File: config.mk
export PLATFORM = sky130hd
export DESIGN_NAME = mem_stage_top
export DESIGN_NICKNAME = d
export VERILOG_FILES = /design/src/hdl/mem_op_pkg.sv /design/src/hdl/mem_bus_pkg.sv /design/src/hdl/mem_addr_gen.sv /design/src/hdl/mem_op_fifo.sv /design/src/hdl/mem_access.sv /design/src/hdl/mem_stage_top.sv
export VERILOG_INCLUDE_DIRS = /design/src /design/src/hdl
export SDC_FILE = /design/constraint.sdc
export NUM_CORES = 1
export LEC_CHECK = 0
export ABC_AREA = 1
export BUFFER_PORTS_ARGS = -buffer_cell sky130_fd_sc_hd__buf_4
export CAP_MARGIN = 20
export CORE_UTILIZATION = 25
export DETAILED_ROUTE_END_ITERATION = 8
export PLACE_DENSITY = 0.4
export SLEW_MARGIN = 20
export SYNTH_ARGS = -nofsm -noshare
export SYNTH_HDL_FRONTEND = slang
export SYNTH_SLANG_ARGS = --single-unit
File: constraint.sdc
create_clock -name clk -period 11.6 [get_ports clk]
set_clock_uncertainty 0.15 [all_clocks]
set_input_delay 2.32 -clock clk [delete_from_list [all_inputs] [get_ports clk]]
set_output_delay 2.32 -clock clk [all_outputs]
set_load 0.02 [all_outputs]
File: src/hdl/mem_stage_defs.svh
`ifndef MEM_STAGE_DEFS_SVH
`define MEM_STAGE_DEFS_SVH

// ~~~~~~~~~~~~~~~~~~~~~~~~~~~~~~~~~~~~~~~~~~~~~~~~~
// stage sizing.
`define MEM_FIFO_DEPTH 4 // pending operations, power of two.
`define MEM_DW 32 // data and address width.

// ~~~~~~~~~~~~~~~~~~~~~~~~~~~~~~~~~~~~~~~~~~~~~~~~~
// single data transfer fields.
`define INSN_CLASS_HI 27
`define INSN_CLASS_LO 26
`define INSN_CLASS_LDRSTR 2'b01
`define INSN_I 25 // register offset form.
`define INSN_P 24 // pre-index.
`define INSN_U 23 // up.
`define INSN_B 22 // byte.
`define INSN_W 21 // writeback.
`define INSN_L 20 // load.
`define INSN_RN_HI 19
`define INSN_RN_LO 16
`define INSN_RD_HI 15
`define INSN_RD_LO 12
`define INSN_UNDEF 4 // set with I means undefined space.

`endif

File: src/hdl/mem_op_pkg.sv
`include "mem_stage_defs.svh"

package mem_op_pkg;

	// transfer direction.
	typedef enum logic {
		LS_LDR,
		LS_STR
	} ls_op_e;

	// one decoded operation, as it waits in the queue.
	typedef struct packed {
		ls_op_e op;
		logic is_byte; // unsigned byte access.
		logic [3:0] rd;
		logic [3:0] rn;
		logic base_wb; // write wb_addr back to rn.
		logic [`MEM_DW-1:0] addr; // transfer address, unaligned.
		logic [`MEM_DW-1:0] wb_addr; // base plus or minus offset.
		logic [`MEM_DW-1:0] wdata; // store data.
	} mem_op_t;

endpackage

File: src/hdl/mem_bus_pkg.sv
`include "mem_stage_defs.svh"

package mem_bus_pkg;

	// request towards the memory bus.
	typedef struct packed {
		logic [`MEM_DW-1:0] addr; // always word aligned.
		logic rd_req;
		logic wr_req;
		logic [`MEM_DW-1:0] wr_data;
		logic [3:0] be;
	} bus_req_t;

	// register file write port.
	typedef struct packed {
		logic valid;
		logic [3:0] regsel;
		logic [`MEM_DW-1:0] data;
	} reg_wb_t;

	// consumer sequencing.
	typedef enum logic [1:0] {
		ACC_IDLE,
		ACC_BUS,
		ACC_WB_RD,
		ACC_WB_BASE
	} access_state_e;

endpackage

File: src/hdl/mem_addr_gen.sv
`timescale 1ns/1ps
`include "mem_stage_defs.svh"

module mem_addr_gen (
	input logic clk,
	input logic arst_n,
	input logic insn_valid,
	input logic [31:0] insn,
	input logic [`MEM_DW-1:0] base,
	input logic [`MEM_DW-1:0] offset,
	input logic full,
	output logic [3:0] st_read,
	input logic [`MEM_DW-1:0] st_data,
	output logic push,
	output mem_op_pkg::mem_op_t push_op
);

	logic is_ldrstr;
	logic is_load;
	logic take;
	logic [`MEM_DW-1:0] off_addr;
	logic [3:0] st_read_q;

	// ~~~~~~~~~~~~~~~~~~~~~~~~~~~~~~~~~~~~~~~~~~~~~~~~~
	// decode and accept.

	// class 01, minus the undefined register-offset space.
	assign is_ldrstr = (insn[`INSN_CLASS_HI:`INSN_CLASS_LO] == `INSN_CLASS_LDRSTR) &&
		!(insn[`INSN_I] && insn[`INSN_UNDEF]);
	assign is_load = insn[`INSN_L];

	assign take = insn_valid & ~full; // anything else is dropped here.
	assign push = take & is_ldrstr;

	// ~~~~~~~~~~~~~~~~~~~~~~~~~~~~~~~~~~~~~~~~~~~~~~~~~
	// address arithmetic.

	assign off_addr = insn[`INSN_U] ? base + offset : base - offset;

	always_comb begin
		push_op.op = is_load ? mem_op_pkg::LS_LDR : mem_op_pkg::LS_STR;
		push_op.is_byte = insn[`INSN_B];
		push_op.rd = insn[`INSN_RD_HI:`INSN_RD_LO];
		push_op.rn = insn[`INSN_RN_HI:`INSN_RN_LO];
		// post-indexed always updates the base.
		push_op.base_wb = insn[`INSN_W] | ~insn[`INSN_P];
		push_op.addr = insn[`INSN_P] ? off_addr : base; // pre uses offset address.
		push_op.wb_addr = off_addr;
		push_op.wdata = is_load ? '0 : st_data;
	end

	// ~~~~~~~~~~~~~~~~~~~~~~~~~~~~~~~~~~~~~~~~~~~~~~~~~
	// store data read port.

	// follows rd for a store, otherwise parks on the last index
	// so the register file port does not toggle.
	assign st_read = (is_ldrstr && !is_load) ? insn[`INSN_RD_HI:`INSN_RD_LO] : st_read_q;

	always_ff @(posedge clk or negedge arst_n) begin
		if (!arst_n) begin
			st_read_q <= '0;
		end else begin
			st_read_q <= st_read;
		end
	end

endmodule

File: src/hdl/mem_op_fifo.sv
`timescale 1ns/1ps
`include "mem_stage_defs.svh"

module mem_op_fifo (
	input logic clk,
	input logic arst_n,
	input logic push,
	input mem_op_pkg::mem_op_t push_op,
	input logic pop,
	output mem_op_pkg::mem_op_t head,
	output logic full,
	output logic empty
);

	localparam int AW = $clog2(`MEM_FIFO_DEPTH);
	localparam logic [AW:0] DEPTH = `MEM_FIFO_DEPTH;

	mem_op_pkg::mem_op_t mem [`MEM_FIFO_DEPTH];
	logic [AW-1:0] wr_ptr;
	logic [AW-1:0] rd_ptr;
	logic [AW:0] count; // one bit wider to hold DEPTH.
	logic do_push;
	logic do_pop;

	assign full = (count == DEPTH);
	assign empty = (count == '0);

	assign do_push = push & ~full;
	assign do_pop = pop & ~empty;

	// storage.
	always_ff @(posedge clk) begin
		if (do_push) begin
			mem[wr_ptr] <= push_op;
		end
	end

	assign head = mem[rd_ptr];

	// ~~~~~~~~~~~~~~~~~~~~~~~~~~~~~~~~~~~~~~~~~~~~~~~~~
	// pointers and occupancy.
	always_ff @(posedge clk or negedge arst_n) begin
		if (!arst_n) begin
			wr_ptr <= '0;
			rd_ptr <= '0;
			count <= '0;
		end else begin
			if (do_push) begin
				wr_ptr <= wr_ptr + 1'b1; // wraps at depth.
			end
			if (do_pop) begin
				rd_ptr <= rd_ptr + 1'b1;
			end
			case ({do_push, do_pop})
				2'b10: count <= count + 1'b1;
				2'b01: count <= count - 1'b1;
				default: count <= count; // both or neither.
			endcase
		end
	end

endmodule

File: src/hdl/mem_access.sv
`timescale 1ns/1ps
`include "mem_stage_defs.svh"

module mem_access (
	input logic clk,
	input logic arst_n,
	input mem_op_pkg::mem_op_t head,
	input logic empty,
	output logic pop,
	output mem_bus_pkg::bus_req_t bus,
	input logic rw_wait,
	input logic [`MEM_DW-1:0] rd_data,
	output mem_bus_pkg::reg_wb_t wb
);

	mem_bus_pkg::access_state_e state;
	mem_op_pkg::mem_op_t cur; // operation in flight.
	logic is_load;
	logic bus_done;
	logic [4:0] rot_sh;
	logic [2*`MEM_DW-1:0] rot_dbl;
	logic [`MEM_DW-1:0] ld_val;
	logic [`MEM_DW-1:0] ld_data;

	assign is_load = (cur.op == mem_op_pkg::LS_LDR);
	assign pop = (state == mem_bus_pkg::ACC_IDLE) && !empty;
	assign bus_done = (state == mem_bus_pkg::ACC_BUS) && !rw_wait;

	// ~~~~~~~~~~~~~~~~~~~~~~~~~~~~~~~~~~~~~~~~~~~~~~~~~
	// bus request, all from registered state.
	always_comb begin
		bus.addr = {cur.addr[`MEM_DW-1:2], 2'b00};
		bus.rd_req = (state == mem_bus_pkg::ACC_BUS) && is_load;
		bus.wr_req = (state == mem_bus_pkg::ACC_BUS) && !is_load;
		// byte store goes out on every lane, be picks the one.
		bus.wr_data = cur.is_byte ? {4{cur.wdata[7:0]}} : cur.wdata;
		bus.be = cur.is_byte ? (4'b0001 << cur.addr[1:0]) : 4'b1111;
	end

	// ~~~~~~~~~~~~~~~~~~~~~~~~~~~~~~~~~~~~~~~~~~~~~~~~~
	// load alignment.
	always_comb begin
		rot_sh = {cur.addr[1:0], 3'b000};
		rot_dbl = {rd_data, rd_data} >> rot_sh; // rotate right by whole bytes.
		if (cur.is_byte) begin
			ld_val = {{(`MEM_DW-8){1'b0}}, rot_dbl[7:0]};
		end else begin
			ld_val = rot_dbl[`MEM_DW-1:0];
		end
	end

	// register writeback port.
	always_comb begin
		wb.valid = (state == mem_bus_pkg::ACC_WB_RD) || (state == mem_bus_pkg::ACC_WB_BASE);
		if (state == mem_bus_pkg::ACC_WB_RD) begin
			wb.regsel = cur.rd;
			wb.data = ld_data;
		end else begin
			wb.regsel = cur.rn;
			wb.data = cur.wb_addr;
		end
	end

	// payload, no reset needed.
	always_ff @(posedge clk) begin
		if (pop) begin
			cur <= head;
		end
		if (bus_done && is_load) begin
			ld_data <= ld_val; // rd_data sampled on completion.
		end
	end

	// ~~~~~~~~~~~~~~~~~~~~~~~~~~~~~~~~~~~~~~~~~~~~~~~~~
	// access sequencing.
	always_ff @(posedge clk or negedge arst_n) begin
		if (!arst_n) begin
			state <= mem_bus_pkg::ACC_IDLE;
		end else begin
			case (state)
				mem_bus_pkg::ACC_IDLE: begin
					if (!empty) state <= mem_bus_pkg::ACC_BUS;
				end
				mem_bus_pkg::ACC_BUS: begin
					if (bus_done) begin
						if (is_load) state <= mem_bus_pkg::ACC_WB_RD;
						else if (cur.base_wb) state <= mem_bus_pkg::ACC_WB_BASE;
						else state <= mem_bus_pkg::ACC_IDLE; // plain store ends here.
					end
				end
				mem_bus_pkg::ACC_WB_RD: begin
					state <= cur.base_wb ? mem_bus_pkg::ACC_WB_BASE : mem_bus_pkg::ACC_IDLE;
				end
				default: state <= mem_bus_pkg::ACC_IDLE;
			endcase
		end
	end

endmodule

File: src/hdl/mem_stage_top.sv
`timescale 1ns/1ps
`include "mem_stage_defs.svh"

module mem_stage_top (
	input logic clk,
	input logic arst_n,
	input logic insn_valid,
	input logic [31:0] insn,
	input logic [`MEM_DW-1:0] base,
	input logic [`MEM_DW-1:0] offset,
	output logic [3:0] st_read,
	input logic [`MEM_DW-1:0] st_data,
	output mem_bus_pkg::bus_req_t bus,
	input logic rw_wait,
	input logic [`MEM_DW-1:0] rd_data,
	output mem_bus_pkg::reg_wb_t wb,
	output logic stall
);

	logic push;
	logic pop;
	logic full;
	logic empty;
	mem_op_pkg::mem_op_t push_op;
	mem_op_pkg::mem_op_t head;

	assign stall = full; // back-pressure is queue occupancy only.

	// ~~~~~~~~~~~~~~~~~~~~~~~~~~~~~~~~~~~~~~~~~~~~~~~~~
	// producer, queue, consumer.
	mem_addr_gen u_addr_gen (
		.clk (clk),
		.arst_n (arst_n),
		.insn_valid (insn_valid),
		.insn (insn),
		.base (base),
		.offset (offset),
		.full (full),
		.st_read (st_read),
		.st_data (st_data),
		.push (push),
		.push_op (push_op)
	);

	mem_op_fifo u_op_fifo (
		.clk (clk),
		.arst_n (arst_n),
		.push (push),
		.push_op (push_op),
		.pop (pop),
		.head (head),
		.full (full),
		.empty (empty)
	);

	mem_access u_access (
		.clk (clk),
		.arst_n (arst_n),
		.head (head),
		.empty (empty),
		.pop (pop),
		.bus (bus),
		.rw_wait (rw_wait),
		.rd_data (rd_data),
		.wb (wb)
	);

endmodule

; Word-level counts from Yosys, hierarchy flattened
; Memory sizes are Yosys's and may differ from the RTL's. A register that Yosys moved wholly into a read port is not among the register bits.
; Index checks and enable logic that the tools add are counted.
[word_totals]
regBits = 45
mem_count = 1
elab_cells = 67
output_inout_bits = 112
ram_bits = 428
input_bits = 164
[classes]
n_shift = 2
n_mux = 16
reduce_logical = 17
eq_ne = 9
add_sub_neg = 6
bitwise = 9
[memory_table]
columns = name, depth, width, read_ports, rd_clocked_by_memory_dff, wr, line
row1 = u_op_fifo.mem, 4, 107, 1, 1, 1, mem_op_fifo.sv:18  ; mem_op_pkg::mem_op_t mem [`MEM_FIFO_DEPTH];
[op_table]
columns = op, count
row1 = $mux 32, 4
row2 = $shr 64x5->32, 1
row3 = $mux 36, 1
row4 = $add 32x32->32, 1
row5 = $sub 32x32->32, 1
row6 = $logic_and 1x1->1, 8
row7 = $mux 2, 4
row8 = $mux 4, 2
row9 = $eq 2x1->1 const B, 3
row10 = $eq 2x2->1 const B, 3
row11 = $pmux 2 s3, 1
row12 = $pmux 3 s2, 1
row13 = $add 2x1->2 const B, 2
row14 = $and 1x1->1, 4
row15 = $logic_not 1->1, 4
row16 = $not 1->1, 4
row17 = $shl 1x2->4 const A, 1
row18 = $add 3x1->3 const B, 1
row19 = $eq 3x3->1 const B, 1
row20 = $logic_not 3->1, 1
row21 = $mux 1, 3
row22 = $sub 3x1->3 const B, 1
row23 = $logic_not 2->1, 1
row24 = $ne 2x1->1 const B, 1
row25 = other kinds (5), 5

; Longest topological paths before layout
; Gate-level depths: netlist of run 1.
[logic_depth]
depth_word = 7
ltp_mapped = 22
mapped_depth_nobuf = 22

; Cells and area by module
; A second synthesis of run 1 with hierarchy kept.
[hier_totals]
hier_cells = 2767
area_unflattened_um2 = 28183.3
[by_module_without_submodules]
columns = module, seq_area_each_um2, area_per_inst_um2, cells_each, n_inst
row1 = mem_op_fifo, 13027.5, 17600.6, 1309, 1
row2 = mem_access, 4224.1, 6392.4, 625, 1
row3 = mem_addr_gen, 100.1, 4190.3, 833, 1

; Worst setup path after synthesis of run 1
; OpenSTA, ideal clock, no wires.
[synth_path]
path_kind = in2reg
from = in insn[25]
to = mem u_op_fifo.mem[0][0] (netlist bit) (enable)
setup_slack_ps = 3623
setup_ps = 574
arrival_ps = 7253
stages = 5
path_cell_list = nand2_1 nand2_1 nor2_1 nand3b_1 nor2_1
[synth_between]
elab_chain_len = 7
[synth_rtl]
columns = element, line
row1 = "start, declared", mem_stage_top.sv:8  ; input logic [31:0] insn,
row2 = $logic_and 1x1->1, mem_addr_gen.sv:29  ; !(insn[`INSN_I] && insn[`INSN_UNDEF]);
row3 = $logic_not 1->1, mem_addr_gen.sv:29
row4 = $logic_and 1x1->1, mem_addr_gen.sv:28  ; assign is_ldrstr = (insn[`INSN_CLASS_HI:`INSN_CLASS_LO] == `INSN_CLASS_LDRSTR) &&
row5 = $and 1x1->1, mem_addr_gen.sv:33  ; assign push = take & is_ldrstr;
row6 = $and 1x1->1, mem_op_fifo.sv:28  ; assign do_push = push & ~full;
row7 = $mux 1, mem_op_fifo.sv:33  ; if (do_push) begin
row8 = $mux 1 (implied by the code), mem_op_fifo.sv:34  ; mem[wr_ptr] <= push_op;
row9 = "end, declared", mem_op_fifo.sv:18
; No other way between the ends.

; Final worst setup path of run 1
[layout_path]
from = in insn[20]
to = out st_read[2]
[layout_between]
elab_chain_len = 3
[layout_rtl]
columns = element, line
row1 = $logic_not 1->1, mem_addr_gen.sv:57  ; assign st_read = (is_ldrstr && !is_load) ? insn[`INSN_RD_HI:`INSN_RD_LO] : st_read_q;
row2 = $logic_and 1x1->1, mem_addr_gen.sv:57
row3 = $mux 4, mem_addr_gen.sv:57
row4 = "end, declared", mem_stage_top.sv:11  ; output logic [3:0] st_read,
; No other way between the ends.

==> results of run 1 <==
critical path: cells and delay by family:
kind,cells,cell delay (ns)
buffers and inverters,3,0.83
multiplexers,1,0.37
AND/OR/NAND/NOR,1,0.21
cell type report:
cell class	count	area share, %
multi-input combinational	1519	23.6
sequential	580	55.1
clock buffer	82	5.83
inverter	193	2.32
timing repair buffer	282	6.72
tap	1380	5.48
clock inverter	42	0.909
final timing paths:
check / from / to / cells after the start
worst max-delay path: insn[20] / st_read[2] / 5
worst min-delay path: u_addr_gen.st_read_q[0] / u_addr_gen.st_read_q[0] / 1
worst max register to register: u_op_fifo.count[2] / u_op_fifo.mem[0][43] / 5
worst min register to register: u_addr_gen.st_read_q[0] / u_addr_gen.st_read_q[0] / 1
max in group asynchronous: arst_n / u_op_fifo.rd_ptr[1] / 1
min in group asynchronous: arst_n / u_addr_gen.st_read_q[0] / 1
cell families (layout without fill, tap and decap cells):
logic type,count (synthesis),count (layout),share of synthesized area (%)
simple gates,942,942,14.3
other cells,1,2,0.0143
buf+inv,347,599,5.78
compound gates,480,480,9.91
fa+ha+maj,46,46,2.25
flops,580,580,66.1
xor+xnor,45,45,1.56
mux,4,4,0.171
synthesized netlist by cell type (2+ instances only):
| master | n |
|---|---|
| o21bai_1 | 3 |
| a211oi_1 | 8 |
| nand2_2 | 7 |
| nand4_1 | 5 |
| buf_2 | 28 |
| clkbuf_2 | 6 |
| o211ai_1 | 3 |
| nor4_1 | 2 |
| o21ai_2 | 2 |
| xor2_1 | 33 |
| and2_1 | 14 |
| nand2_1 | 501 |
| o21ai_1 | 2 |
| a21o_1 | 2 |
| nand3_1 | 43 |
| inv_1 | 191 |
| nand3b_1 | 6 |
| dfrtp_1 | 13 |
| nor2_1 | 344 |
| a21oi_1 | 48 |
| ha_1 | 44 |
| inv_2 | 2 |
| clkbuf_1 | 73 |
| o21ai_0 | 301 |
| o22ai_1 | 107 |
| xnor2_1 | 10 |
| mux2_2 | 4 |
| fa_1 | 2 |
| nor3_2 | 2 |
| and3_1 | 2 |
| xor2_2 | 2 |
| nor3_1 | 3 |
| buf_4 | 46 |
| edfxtp_1 | 567 |
| nor2_2 | 8 |
flip-flops by register name, summed over array words and instances, names as in the netlist:
register	flops
u_access.ld_data	32
u_op_fifo.mem	428
u_access.bus	30
u_op_fifo.rd_ptr	2
u_access.state	2
u_op_fifo.count	3
u_addr_gen.st_read_q	4
u_access.cur	77
u_op_fifo.wr_ptr	2
routing by layer:
| layer | vias up | wire length, um |
|---|---|---|
| li1 | 8770 | - |
| met1 | 8870 | 37700 |
| met2 | 514 | 37600 |
| met3 | 108 | 4530 |
| met4 | 0 | 2060 |
| met5 | - | 0 |
power breakdown:
group	switching, mW	internal (mW)	leakage [nW]	total (mW)
logic	1.94	0.810	5.63	2.75
clock network	0.842	1.18	1.03	2.02
registers	0.199	2.85	5.35	3.05
total	2.98	4.83	12.0	7.82
==> results.toml, run 1 <==
[outcome]
status = "finished clean"

[timing]
setup_tns_ns = 0
max_freq_mhz = 161
rsz0062_at_grt = "false"
whs_ns = 0.353
fin_ws_ns = 5.38
period_share_pct = 53.6
finalHoldViolCount = 0
post-route-min-period_ns = 6.22
worst_pin_slew_ns = 1.09
slew_violations = 0
setup_viol = 0
slew_headroom_pct = 27.2

[power_and_ir_drop]
power.density_mw_per_mm2 = 248
p_leak_nw = 12.0
peakVddDrop_uv = 143
p_total_mw = 7.82

[clock_network]
cts_resized = 0
clk_pin_slew_ns = 0.06
htreeDepth = 3
cts_root_buffer = "clkbuf_16"
clk_path_buf_depth = 3
insertion_delay_ns = 0.60
clock_sinks = 580
cts_buffers = 69
ctsHoldBuffers = 0
postCtsSetupBuffers = 0
cts_tree = "yes"

[place]
io_buffers = 258
gp_congestion = 0.877
dpl_cell_area_sq_mm = 0.0294
place_inst = 3954
place_hpwl_um = 54500
post-place-ws_ns = 5.33

[synthesis]
synth_edf_count = 567
synthTopCellsByArea = "edfxtp_1 (65%), nand2_1 (7.2%), o21ai_0 (5.7%)"
yosys_warnings = 0
postSynthAreaPerCell_sq_um = 10.7
ys.flop_type = "edfxtp_1"
netlist_area_sq_mm = 0.0263
synth_top_area_share_pct = 64.8
ys_async_sr_fraction_pct = 2.24
ys_seq_area_share_pct = 66.1
synth_cells = 2445
yosys_register_bits = 580
synth_top_cell_by_area = "edfxtp_1"
synth.distinct_cells = 46

[critical_path]
crit_slowest_cell = "buf_4"
max_stage_delay_ns = 0.46
ff2ff_setup_slack_ns = 8.15
cp-end-kind = "primary output"
worstSetupPathType = "input port to primary output"
start_kind = "input port"
arrival_ns = 3.75
cpMostUsedCell = "buf_4"
crit_chain = "buf_4 -> inv_1 -> nand2_1 -> mux2_2 -> buf_4"
crit_required_ns = 9.13
crit_fanout = 33

[route]
wl_um = 81900
wl_per_cell_um = 20.1
vias = 18300
via_per_inst = 4.48
ant_nets = 0
drt_iter0_drc = 1277
dr.pass1.iters = 5
drc_errors = 0

[final_layout]
antenna_cells = 0
num-fill-cells = 10700
multi_input_area_sq_mm = 0.00744
nets = 2855
finalInstanceArea_sq_mm = 0.0315
syn2layout_area_growth_pct = 19.9
layout_commonest_cell = "edfxtp_1"
register_area_sq_mm = 0.0174
stdcell_count = 4078
layout.cells.most_common_list = "edfxtp_1 (567), nand2_1 (501), nor2_1 (339)"
fin_util_pct = 30.4
drive_gt1_share_pct = 15.6

[run]
cap_violations = 0

[global_route]
grtUsageMet2_pct = 24.3
antenna_found_initial = 0
grt_usage_pct = 15.1
grt_max_degree = 83
grt_pass1_vias = 18300
grt_overflow = 0
use_met1_pct = 20.6
busiest_layer = "met2"
grt_pass1_wl_um = 119000
grtUsageMet3_pct = 2.57

[floorplanning]
dieArea_sq_mm = 0.106
start_util_pct = 25.3
core_area_sq_mm = 0.104
ios = 276
fp.dieH_um = 326
num_rows = 118
die_x_um = 326

[hold_path]
hold_path.class = "flip-flop to flip-flop"
(Power assumes the default switching activity.)
==> run 2: changes to the inputs <==
- PLACE_DENSITY: 0.4 -> 0.42
- clock period: 11.6 -> 5.5 ns (I/O delays scaled with it)
==> run 2 against run 1 <==
Against the previous run:
- non-clock buffer count up 6
- sequential share of layout area down 0.68 points
- die area unchanged
- count of clock-buffer cells in the layout up 2
- setup slack worse by 3.9 ns
- power up 120%
- design area up 1.2%
- highest routed layer unchanged
==> results.toml, run 2 (synthesized netlist as in run 1, its figures left out) <==
[clock_network]
cts_root_buffer = "clkbuf_16"
postCtsSetupBuffers = 0
clk_pin_slew_ns = 0.06
cts_tree = "yes"
insertion_delay_ns = 0.59
cts_resized = 0
clk_path_buf_depth = 3
ctsHoldBuffers = 0
cts_buffers = 69
clock_sinks = 580
htreeDepth = 3

[floorplanning]
fp.dieH_um = 326
dieArea_sq_mm = 0.106
core_area_sq_mm = 0.104
die_x_um = 326
num_rows = 118
start_util_pct = 25.3
ios = 276

[final_layout]
layout_commonest_cell = "edfxtp_1"
layout.cells.most_common_list = "edfxtp_1 (567), nand2_1 (501), nor2_1 (339)"
antenna_cells = 0
drive_gt1_share_pct = 16.1
syn2layout_area_growth_pct = 21.4
stdcell_count = 4084
num-fill-cells = 10600
largest_reg_flops = 428
nets = 2861
regMostFlops = "u_op_fifo.mem"
top_regs = "u_op_fifo.mem: 428 flops, u_access.cur: 77 flops, u_access.ld_data: 32 flops"
finalInstanceArea_sq_mm = 0.0319

[timing]
setup_viol = 0
rsz0062_at_grt = "false"
fin_ws_ns = 1.45
worst_pin_slew_ns = 1.11
slew_headroom_pct = 26.0
post-route-min-period_ns = 4.05
setup_tns_ns = 0
period_share_pct = 73.7
max_freq_mhz = 247
finalHoldViolCount = 0
slew_violations = 0

[global_route]
grt_usage_pct = 15.0
grt_overflow = 0
antenna_found_initial = 0
grt_pass1_vias = 18300
grt_pass1_wl_um = 118000
grt_max_degree = 108

[critical_path]
crit_fanout = 4
arrival_ns = 4.22
start_kind = "input port"
worstSetupPathType = "input port to flip-flop"
crit_required_ns = 5.66
cp-end-kind = "flip-flop"

[power_and_ir_drop]
power.density_mw_per_mm2 = 530
peakVddDrop_uv = 289
p_total_mw = 16.9
p_leak_nw = 12.2

[place]
post-place-ws_ns = 0.839
io_buffers = 258
dpl_cell_area_sq_mm = 0.0295
place_hpwl_um = 55600
place_inst = 3960
gp_congestion = 0.848

[hold_path]
hold_path.class = "input port to async pin"

[outcome]
status = "finished clean"

[route]
wl_per_cell_um = 20.0
ant_nets = 0
dr.pass1.iters = 5
vias = 18300
drc_errors = 0
wl_um = 81600
drt_iter0_drc = 1199
via_per_inst = 4.47

[run]
cap_violations = 0
run 2: path summary, 6_finish.rpt:
| path | startpoint | to | slack [ns] | cells after the start |
|---|---|---|---|---|
| setup / recovery | offset[0] | u_op_fifo.mem[3][59] | 1.45 | 20 |
| hold / removal | arst_n | u_op_fifo.rd_ptr[0] | 0.19 | 1 |
| setup reg to reg | u_op_fifo.rd_ptr[0] | u_access.cur[34] | 2.63 | 4 |
| hold reg to reg | u_addr_gen.st_read_q[2] | u_addr_gen.st_read_q[2] | 0.35 | 1 |
| max in group asynchronous | arst_n | u_op_fifo.rd_ptr[1] | 4.83 | 1 |
| min in group clk | u_addr_gen.st_read_q[2] | u_addr_gen.st_read_q[2] | 0.35 | 1 |
run 2: power by group:
part / internal (mW) / switching [mW] / leakage, nW
Sequential: 6.01 / 0.437 / 5.35
Clock: 2.91 / 1.80 / 1.15
Combinational: 1.72 / 4.03 / 5.68
run 2: routing by layer:
layer,global-route usage [%],share of wire (%),vias up
li1,-,-,8766
met1,20.5,47,8911
met2,24.7,46,494
met3,2.55,5.0,84
met4,3.52,1.8,0
met5,0,0,-
run 2: critical path, cell delays in order:
cell and delay, ns:
buf_4 0.14, inv_1 0.10, ha_1 0.20, nand2_1 0.10
nor2_2 0.20, nand4_2 0.18, nor2_2 0.18, nand2_1 0.10
nand2_1 0.08, xor2_1 0.22, ha_1 0.34, nand2_1 0.13
inv_1 0.05, nand2_1 0.06, nand2_1 0.08, a21oi_1 0.25
nor2_1 0.09, nor2_1 0.25, nand3_1 0.14, and2_1 0.22
run 2: metrics by stage:
stage	utilization (%)	hold slack [ns]
6_report	30.7	0.192
5_1_grt	30.7	0.173
4_1_cts	30.7	0.159
3_5_place_dp	28.5	0.342
3_3_place_gp	28.5	0.333
2_1_floorplan	-	0.314
run 2: layout make-up:
| cell class | count | area, sq um | area share (%) |
|---|---|---|---|
| tap | 1380 | 1730 | 5.41 |
| sequential | 580 | 17400 | 54.4 |
| timing repair buffer | 288 | 2270 | 7.13 |
| inverter | 193 | 732 | 2.29 |
| multi-input combinational | 1519 | 7440 | 23.3 |
| clock buffer | 84 | 1830 | 5.75 |
| clock inverter | 40 | 526 | 1.65 |
